## config.mk

```make
export PLATFORM = sky130hd
export DESIGN_NAME = camera_spi_top
export DESIGN_NICKNAME = d
export VERILOG_FILES = /design/src/source/camera_spi_pkg.sv /design/src/source/pixel_reconstruct.sv /design/src/source/pixel_packer.sv /design/src/source/spi_lane.sv /design/src/source/spi_link_control.sv /design/src/source/camera_spi_top.sv
export SDC_FILE = /design/constraint.sdc
export NUM_CORES = 1
export LEC_CHECK = 0
export ABC_AREA = 1
export ABC_CLOCK_PERIOD_IN_PS = 12700
export BUFFER_PORTS_ARGS = -buffer_cell sky130_fd_sc_hd__buf_2
export CAP_MARGIN = 10
export CORE_MARGIN = 2
export CORE_UTILIZATION = 70
export CTS_BUF_LIST = sky130_fd_sc_hd__clkbuf_4
export DETAILED_ROUTE_END_ITERATION = 12
export PLACE_DENSITY = 0.92
export SYNTH_ARGS = -nofsm -noshare
export SYNTH_HDL_FRONTEND = slang
export SYNTH_HIERARCHICAL = 1
export SYNTH_SLANG_ARGS = --single-unit
```

## constraint.sdc

```tcl
create_clock -name clk_camera -period 12.7 [get_ports clk_camera]
set_input_delay 2.54 -clock clk_camera [delete_from_list [all_inputs] [get_ports clk_camera]]
set_output_delay 2.54 -clock clk_camera [all_outputs]
set_load 0.02 [all_outputs]
```

## src/source/camera_spi_pkg.sv

```systemverilog
package camera_spi_pkg;

  // camera bus and pixel format
  localparam int byte_w = 8;  // parallel camera data
  localparam int pixel_w = 16;  // one pixel, also bits per lane per packet

  // counters sized for the 1280x720 sensor
  localparam int hcount_w = 11;
  localparam int vcount_w = 10;

  // spi link
  localparam int lanes = 6;  // data lanes, also pixels per packet
  localparam int dclk_period = 6;  // clk_camera cycles per bit
  localparam int dclk_half = dclk_period / 2;  // dclk low for the first half

  typedef logic [pixel_w-1:0] pixel_t;

  // element 0 holds the oldest pixel of the packet
  typedef pixel_t [lanes-1:0] packet_t;

  typedef logic [$clog2(pixel_w)-1:0] bit_count_t;

  // cycle divider inside one bit period
  typedef logic [$clog2(dclk_period)-1:0] div_count_t;

endpackage

```

## src/source/pixel_reconstruct.sv

```systemverilog
module pixel_reconstruct (
  input  logic                                  clk_camera,
  input  logic                                  sys_rst_camera,
  input  logic                                  cam_pclk,
  input  logic                                  cam_hsync,
  input  logic                                  cam_vsync,
  input  logic [camera_spi_pkg::byte_w-1:0]     camera_d,
  output logic                                  pixel_valid,
  output camera_spi_pkg::pixel_t                pixel_data,
  output logic [camera_spi_pkg::hcount_w-1:0]   hcount,
  output logic [camera_spi_pkg::vcount_w-1:0]   vcount
);

  // two-flop synchronizers with bit 1 as the settled stage
  logic [1:0] pclk_sync;
  logic [1:0] hsync_sync;
  logic [1:0] vsync_sync;
  logic [camera_spi_pkg::byte_w-1:0] d_meta;
  logic [camera_spi_pkg::byte_w-1:0] d_sync;

  // edge detect stage
  logic pclk_last;  // settled pclk one cycle back
  logic byte_stb;  // one cycle per pclk rising edge
  logic hs_q;
  logic hs_last;
  logic vs_q;
  logic [camera_spi_pkg::byte_w-1:0] byte_q;  // byte aligned with byte_stb
  logic line_end;

  // pairing and counting
  logic high_half;  // high byte of a pair already held
  logic pixel_done;
  logic [camera_spi_pkg::byte_w-1:0] high_byte;
  logic [camera_spi_pkg::hcount_w-1:0] h_cnt;  // completed pixels in this line
  logic [camera_spi_pkg::vcount_w-1:0] v_cnt;

  always_ff @(posedge clk_camera) begin
    if (sys_rst_camera) begin
      pclk_sync <= '0;
      hsync_sync <= '0;
      vsync_sync <= '0;
      pclk_last <= 1'b0;
      byte_stb <= 1'b0;
      hs_q <= 1'b0;
      hs_last <= 1'b0;
      vs_q <= 1'b0;
    end else begin
      pclk_sync <= {pclk_sync[0], cam_pclk};
      hsync_sync <= {hsync_sync[0], cam_hsync};
      vsync_sync <= {vsync_sync[0], cam_vsync};
      pclk_last <= pclk_sync[1];
      byte_stb <= pclk_sync[1] & ~pclk_last;  // rising edge of pclk
      hs_q <= hsync_sync[1];
      hs_last <= hs_q;
      vs_q <= vsync_sync[1];
    end
  end

  // camera data takes the same three stages as byte_stb
  always_ff @(posedge clk_camera) begin
    d_meta <= camera_d;
    d_sync <= d_meta;
    byte_q <= d_sync;
  end

  assign line_end = hs_last & ~hs_q;  // falling edge of hsync
  assign pixel_done = hs_q && byte_stb && high_half;  // low byte arrives

  always_ff @(posedge clk_camera) begin
    if (sys_rst_camera) begin
      pixel_valid <= 1'b0;
      high_half <= 1'b0;
      h_cnt <= '0;
      v_cnt <= '0;
    end else begin
      pixel_valid <= pixel_done;
      if (!hs_q) begin
        high_half <= 1'b0;  // drop a half pair at line end
        h_cnt <= '0;
      end else if (byte_stb) begin
        high_half <= ~high_half;
        if (high_half) h_cnt <= h_cnt + 1'b1;
      end
      if (vs_q) v_cnt <= '0;  // held clear through vsync
      else if (line_end) v_cnt <= v_cnt + 1'b1;
    end
  end

  always_ff @(posedge clk_camera) begin
    if (hs_q && byte_stb && !high_half) high_byte <= byte_q;  // first byte is high
    if (pixel_done) begin
      pixel_data <= {high_byte, byte_q};
      hcount <= h_cnt;  // index of this pixel in the line
      vcount <= v_cnt;
    end
  end

endmodule

```

## src/source/pixel_packer.sv

```systemverilog
module pixel_packer (
  input  logic                                  clk_camera,
  input  logic                                  sys_rst_camera,
  input  logic                                  pixel_valid,
  input  camera_spi_pkg::pixel_t                pixel_data,
  input  logic [camera_spi_pkg::hcount_w-1:0]   hcount,
  input  logic [camera_spi_pkg::vcount_w-1:0]   vcount,
  output logic                                  packet_valid,
  output camera_spi_pkg::packet_t               packet_data,
  output logic                                  pack_overflow,
  input  logic                                  packet_ready
);

  camera_spi_pkg::packet_t collect;  // pixels gathered so far
  camera_spi_pkg::packet_t shifted;  // collector with the new pixel on top
  logic [$clog2(camera_spi_pkg::lanes)-1:0] fill;  // kept pixels in collector

  logic keep;  // pixel survives the 2x downsample
  logic last_slot;  // this pixel completes a packet
  logic slot_free;  // waiting register can take a packet this cycle
  logic handshake;

  // keep even columns of even rows only
  assign keep = pixel_valid && !hcount[0] && !vcount[0];

  // newest at the top, element 0 ends up oldest
  assign shifted = {pixel_data, collect[camera_spi_pkg::lanes-1:1]};

  assign last_slot = (fill == camera_spi_pkg::lanes - 1);
  assign handshake = packet_valid && packet_ready;
  assign slot_free = !packet_valid || packet_ready;  // empty or leaving now

  always_ff @(posedge clk_camera) begin
    if (sys_rst_camera) begin
      fill <= '0;
      packet_valid <= 1'b0;
      pack_overflow <= 1'b0;
    end else begin
      if (handshake) packet_valid <= 1'b0;
      if (keep) begin
        if (last_slot) begin
          fill <= '0;  // restart empty, kept or dropped
          if (slot_free) packet_valid <= 1'b1;
          else pack_overflow <= 1'b1;  // sticky until reset
        end else begin
          fill <= fill + 1'b1;
        end
      end
    end
  end

  // payload registers
  always_ff @(posedge clk_camera) begin
    if (keep) collect <= shifted;
    if (keep && last_slot && slot_free) packet_data <= shifted;  // stable until taken
  end

endmodule

```

## src/source/spi_lane.sv

```systemverilog
module spi_lane (
  input  logic                    clk_camera,
  input  logic                    sys_rst_camera,
  input  logic                    load,
  input  logic                    shift,
  input  camera_spi_pkg::pixel_t  word,
  output logic                    lane_bit
);

  camera_spi_pkg::pixel_t sreg;  // bits still to send, MSB on the wire

  always_ff @(posedge clk_camera) begin
    if (sys_rst_camera) begin
      sreg <= '0;  // lane idles at 0
    end else if (load) begin
      sreg <= word;
    end else if (shift) begin
      sreg <= {sreg[camera_spi_pkg::pixel_w-2:0], 1'b0};  // zeros fill behind
    end
  end

  // after 16 shifts the register is empty again, so the lane rests at 0
  assign lane_bit = sreg[camera_spi_pkg::pixel_w-1];

endmodule

```

## src/source/spi_link_control.sv

```systemverilog
module spi_link_control (
  input  logic clk_camera,
  input  logic sys_rst_camera,
  input  logic packet_valid,
  output logic packet_ready,
  output logic lane_load,
  output logic lane_shift,
  output logic dclk,
  output logic cs
);

  typedef enum logic {
    st_idle,
    st_xfer
  } state_t;

  state_t state;
  camera_spi_pkg::div_count_t div;  // cycle inside the current bit
  camera_spi_pkg::bit_count_t bit_cnt;  // bits already started
  logic bit_end;  // last cycle of a bit period
  logic last_bit;

  assign packet_ready = (state == st_idle);
  assign lane_load = packet_valid && packet_ready;  // lanes copy on accept
  assign bit_end = (state == st_xfer) && (div == camera_spi_pkg::dclk_period - 1);
  assign last_bit = (bit_cnt == camera_spi_pkg::pixel_w - 1);
  assign lane_shift = bit_end;  // next bit shows while dclk is low

  always_ff @(posedge clk_camera) begin
    if (sys_rst_camera) begin
      state <= st_idle;
      div <= '0;
      bit_cnt <= '0;
      cs <= 1'b1;
      dclk <= 1'b0;
    end else begin
      case (state)
        st_idle: begin
          if (packet_valid) begin
            state <= st_xfer;
            cs <= 1'b0;  // one cycle after the handshake
            div <= '0;
            bit_cnt <= '0;
            dclk <= 1'b0;
          end
        end
        st_xfer: begin
          if (bit_end) begin
            div <= '0;
            dclk <= 1'b0;  // falls at the start of each bit
            if (last_bit) begin
              state <= st_idle;
              cs <= 1'b1;  // transfer done after bit 16
            end else begin
              bit_cnt <= bit_cnt + 1'b1;
            end
          end else begin
            div <= div + 1'b1;
            // high for the second half of the bit
            if (div == camera_spi_pkg::dclk_half - 1) dclk <= 1'b1;
          end
        end
        default: state <= st_idle;
      endcase
    end
  end

endmodule

```

## src/source/camera_spi_top.sv

```systemverilog
module camera_spi_top (
  input  logic                                clk_camera,
  input  logic                                sys_rst_camera,
  input  logic [camera_spi_pkg::byte_w-1:0]   camera_d,
  input  logic                                cam_pclk,
  input  logic                                cam_hsync,
  input  logic                                cam_vsync,
  output logic [camera_spi_pkg::lanes-1:0]    cipo,
  output logic                                dclk,
  output logic                                cs,
  output logic                                pack_overflow
);

  // camera side
  logic pixel_valid;
  camera_spi_pkg::pixel_t pixel_data;
  logic [camera_spi_pkg::hcount_w-1:0] hcount;
  logic [camera_spi_pkg::vcount_w-1:0] vcount;

  // packet handshake and lane strobes
  logic packet_valid;
  logic packet_ready;
  camera_spi_pkg::packet_t packet_data;
  logic lane_load;
  logic lane_shift;

  pixel_reconstruct u_reconstruct (
    .clk_camera    (clk_camera),
    .sys_rst_camera(sys_rst_camera),
    .cam_pclk      (cam_pclk),
    .cam_hsync     (cam_hsync),
    .cam_vsync     (cam_vsync),
    .camera_d      (camera_d),
    .pixel_valid   (pixel_valid),
    .pixel_data    (pixel_data),
    .hcount        (hcount),
    .vcount        (vcount)
  );

  pixel_packer u_packer (
    .clk_camera    (clk_camera),
    .sys_rst_camera(sys_rst_camera),
    .pixel_valid   (pixel_valid),
    .pixel_data    (pixel_data),
    .hcount        (hcount),
    .vcount        (vcount),
    .packet_valid  (packet_valid),
    .packet_data   (packet_data),
    .pack_overflow (pack_overflow),
    .packet_ready  (packet_ready)
  );

  spi_link_control u_link (
    .clk_camera    (clk_camera),
    .sys_rst_camera(sys_rst_camera),
    .packet_valid  (packet_valid),
    .packet_ready  (packet_ready),
    .lane_load     (lane_load),
    .lane_shift    (lane_shift),
    .dclk          (dclk),
    .cs            (cs)
  );

  // lane i carries packet element i
  for (genvar i = 0; i < camera_spi_pkg::lanes; i++) begin : g_lane
    spi_lane u_lane (
      .clk_camera    (clk_camera),
      .sys_rst_camera(sys_rst_camera),
      .load          (lane_load),
      .shift         (lane_shift),
      .word          (packet_data[i]),
      .lane_bit      (cipo[i])
    );
  end

endmodule

```

==> results.py <==
metrics = {
    "cts": {
        "htree_levels": 3,
        "cts.repair.resized": 0,
        "post_cts_hold_buffer_count": 0,
        "root_buffer": "sky130_fd_sc_hd__clkbuf_4",
        "worst_skew_pair_later_pin_latency_ps": 680,
        "clock_tree_from_tritoncts": "yes",
        "ctsLongestPathBuffers": 3,
        "tritoncts.num_buffers": 84,
        "clock_sinks": 352,
        "post_cts_buffers": 0,
        "clock_edge_transition_at_the_registers_on_the_reported_setup_and_hold_paths_ps": 60,
    },
    "sta": {
        "worstMarginPinSlew_ps": 1120,
        "clock_skew_ps": 35.2,
        "finalHoldWorstSlack_ps": 319,
        "fmaxAchievable_mhz": 265,
        "setup_tns_ps": 0,
        "period_share_pct": 29.7,
        "finalSetupViolations": 0,
        "hold_violations": 0,
        "tightest_slew_margin_relative_to_the_limit_pct": 25.1,
        "maxSlewViolCount": 0,
        "min_period_ps": 3780,
        "grt_setup_unrepaired": "false",
    },
    "placed_design": {
        "placement.io_buffers": 21,
        "dp.final_hpwl_um": 13700,
        "globalplace.congestion": 0.827,
    },
    "setup_path": {
        "cpLargestDelayFamily": "flip-flops",
        "slowest_stage": "sky130_fd_sc_hd__dfxtp_1",
        "critPathArrivalTime_ps": 1240,
        "critical_path.reg2reg.startpoint": "u_reconstruct/hcount[0]$_DFFE_PP_",
        "path_cells": "buf_2",
        "worstSetupPathType": "reg2out",
        "category_of_the_worst_setup_path_launch_point": "register",
        "worstReg2RegEnd": "u_packer/packet_data[39]$_DFFE_PP_",
        "register_to_register_setup_slack_ps": 8970,
        "timing.critical_path.buf_inv": 1,
        "r2r_cells": 7,
        "critical_path.endpoint_type": "output port",
        "worst-path-max-fanout": 2,
        "critical_path.max_stage_delay_ps": 380,
        "worst-endpoint-required_ps": 10160,
    },
    "synthesis": {
        "postSynthCellCount": 1112,
        "ys.warnings.count": 6,
        "post_synth.cell_area_avg_um2": 11.3,
        "syn-num-nets": 1129,
        "syn-cell-area_um2": 12600,
    },
    "run": {
        "max_capacitance_violation_count": 0,
    },
    "drt": {
        "detail_route.first_pass.iterations": 8,
        "drt_iter0_markers": 969,
        "final_antenna_net_count": 0,
        "wl_per_cell_um": 16.1,
        "totalWireLength_um": 23800,
        "via_count_of_the_routed_design": 8046,
        "routed_vias_inst": 5.43,
        "remaining_drc_errors": 0,
    },
    "pwr": {
        "report.power.total_uw": 2160,
        "total_leakage_power_uw": 0.00590,
        "p_per_area_nw_per_um2": 156,
        "ir_drop_mv": 0.144,
    },
    "grt": {
        "grt_max_degree": 83,
        "grt_first_pass_wirelength_um": 38400,
        "global_route.overflow_total": 0,
        "grt_pass1_vias": 7914,
        "antenna_found_initial": 1,
        "grt_usage_pct": 25.4,
    },
    "min_path": {
        "holdPathStages": 0,
        "hold_path.class": "reg2reg",
        "worst_hold_startpoint": "u_reconstruct/d_meta[5]$_DFF_P_",
        "endpoint_worst_hold": "u_reconstruct/d_sync[5]$_DFF_P_",
    },
    "final_layout": {
        "layout_overhead_on_the_synthesized_area_pct": 9.93,
        "post_route_cells_drive_above_1_share_pct": 16.4,
        "num-nets-final": 1198,
        "final_util_pct": 77.7,
    },
    "run_status": {
        "status": "complete, no violations",
    },
    "floorplanning": {
        "die_h_um": 138,
        "floorplan.die_area_um2": 19100,
        "initial_core_util_pct": 70.7,
        "num_ports": 22,
        "die_width_um": 138,
        "design.core.area_um2": 17800,
        "standard_cell_rows": 49,
    },
}
==> where the power goes <==
part / total (µW) / switching (µW) / internal, µW / leakage [µW]
Clock: 947 / 421 / 526 / 0.000690
Sequential: 1200 / 1.74 / 1200 / 0.00303
Combinational: 11.1 / 8.53 / 2.58 / 0.00218
==> layout make-up <==
type	count	area [µm²]
clock buffers	136	1020
diodes	1	2.50
fillers	1010	3980
multi-input cells	583	2690
repair buffers	27	150
flip-flops and latches	352	9070
clock inverters	21	138
inverters	133	503
well taps	229	287
==> state kept, by name (all words and copies together), names as in the netlist, 2 cells and up <==
name                      cells
g_lane.u_lane/sreg           96
u_link/bit_cnt                4
u_link/div                    3
u_packer/collect             80
u_packer/fill                 3
u_packer/packet_data         96
u_reconstruct/byte_q          8
u_reconstruct/d_meta          8
u_reconstruct/d_sync          8
u_reconstruct/high_byte       8
u_reconstruct/hsync_sync      2
u_reconstruct/pclk_sync       2
u_reconstruct/pixel_data     16
u_reconstruct/vsync_sync      2
==> per-stage QoR <==
stage | setup slack, ps | cell area [µm²] | instances
after floorplan | 4570 | 12600 | 1112
after global placement | 8940 | 12700 | 1324
after detailed placement | 8860 | 12700 | 1324
after CTS | 8870 | 13900 | 1481
after global routing | 8670 | 13900 | 1482
final | 8920 | 13900 | 1482
==> cell usage in the layout, fill, tap and decap left out, drive strengths merged <==
cell,instances
dfxtp,150
inv,133
diode,1
clkbuf,136
a21oi,30
bufinv,2
o21a,1
o21ai,3
nor2,39
clkinv,18
nand2,336
and2,1
nand3,163
a211oi,1
ha,4
a31oi,1
clkinvlp,1
buf,27
nor3,4
edfxtp,202
==> worst max-delay path by stage <==
stage                                           start  cells after the start                                endpoint  slack (ps)
6_report       g_lane[5].u_lane/sreg[15]$_SDFFE_PP0P_                      1                                 cipo[5]        8920
5_1_grt             u_reconstruct/hcount[0]$_DFFE_PP_                      7      u_packer/packet_data[39]$_DFFE_PP_        8670
2_1_floorplan       u_reconstruct/hcount[0]$_DFFE_PP_                      5       u_packer/packet_data[0]$_DFFE_PP_        4570
3_5_place_dp                           sys_rst_camera                      5  g_lane[0].u_lane/sreg[15]$_SDFFE_PP0P_        8860
3_3_place_gp                           sys_rst_camera                      5   g_lane[4].u_lane/sreg[5]$_SDFFE_PP0P_        8940
4_1_cts             u_reconstruct/hcount[0]$_DFFE_PP_                      7      u_packer/packet_data[39]$_DFFE_PP_        8870
==> routing by layer <==
metal / vias to the layer above / share of wire (%) / global-route usage [%]
met5: - / 0 / 0
met4: 0 / 4.4 / 14.9
met3: 83 / 7.1 / 6.17
met2: 369 / 53 / 43.7
met1: 3771 / 36 / 29.1
li1: 3823 / - / -
Power figures use the tool's default switching activity.
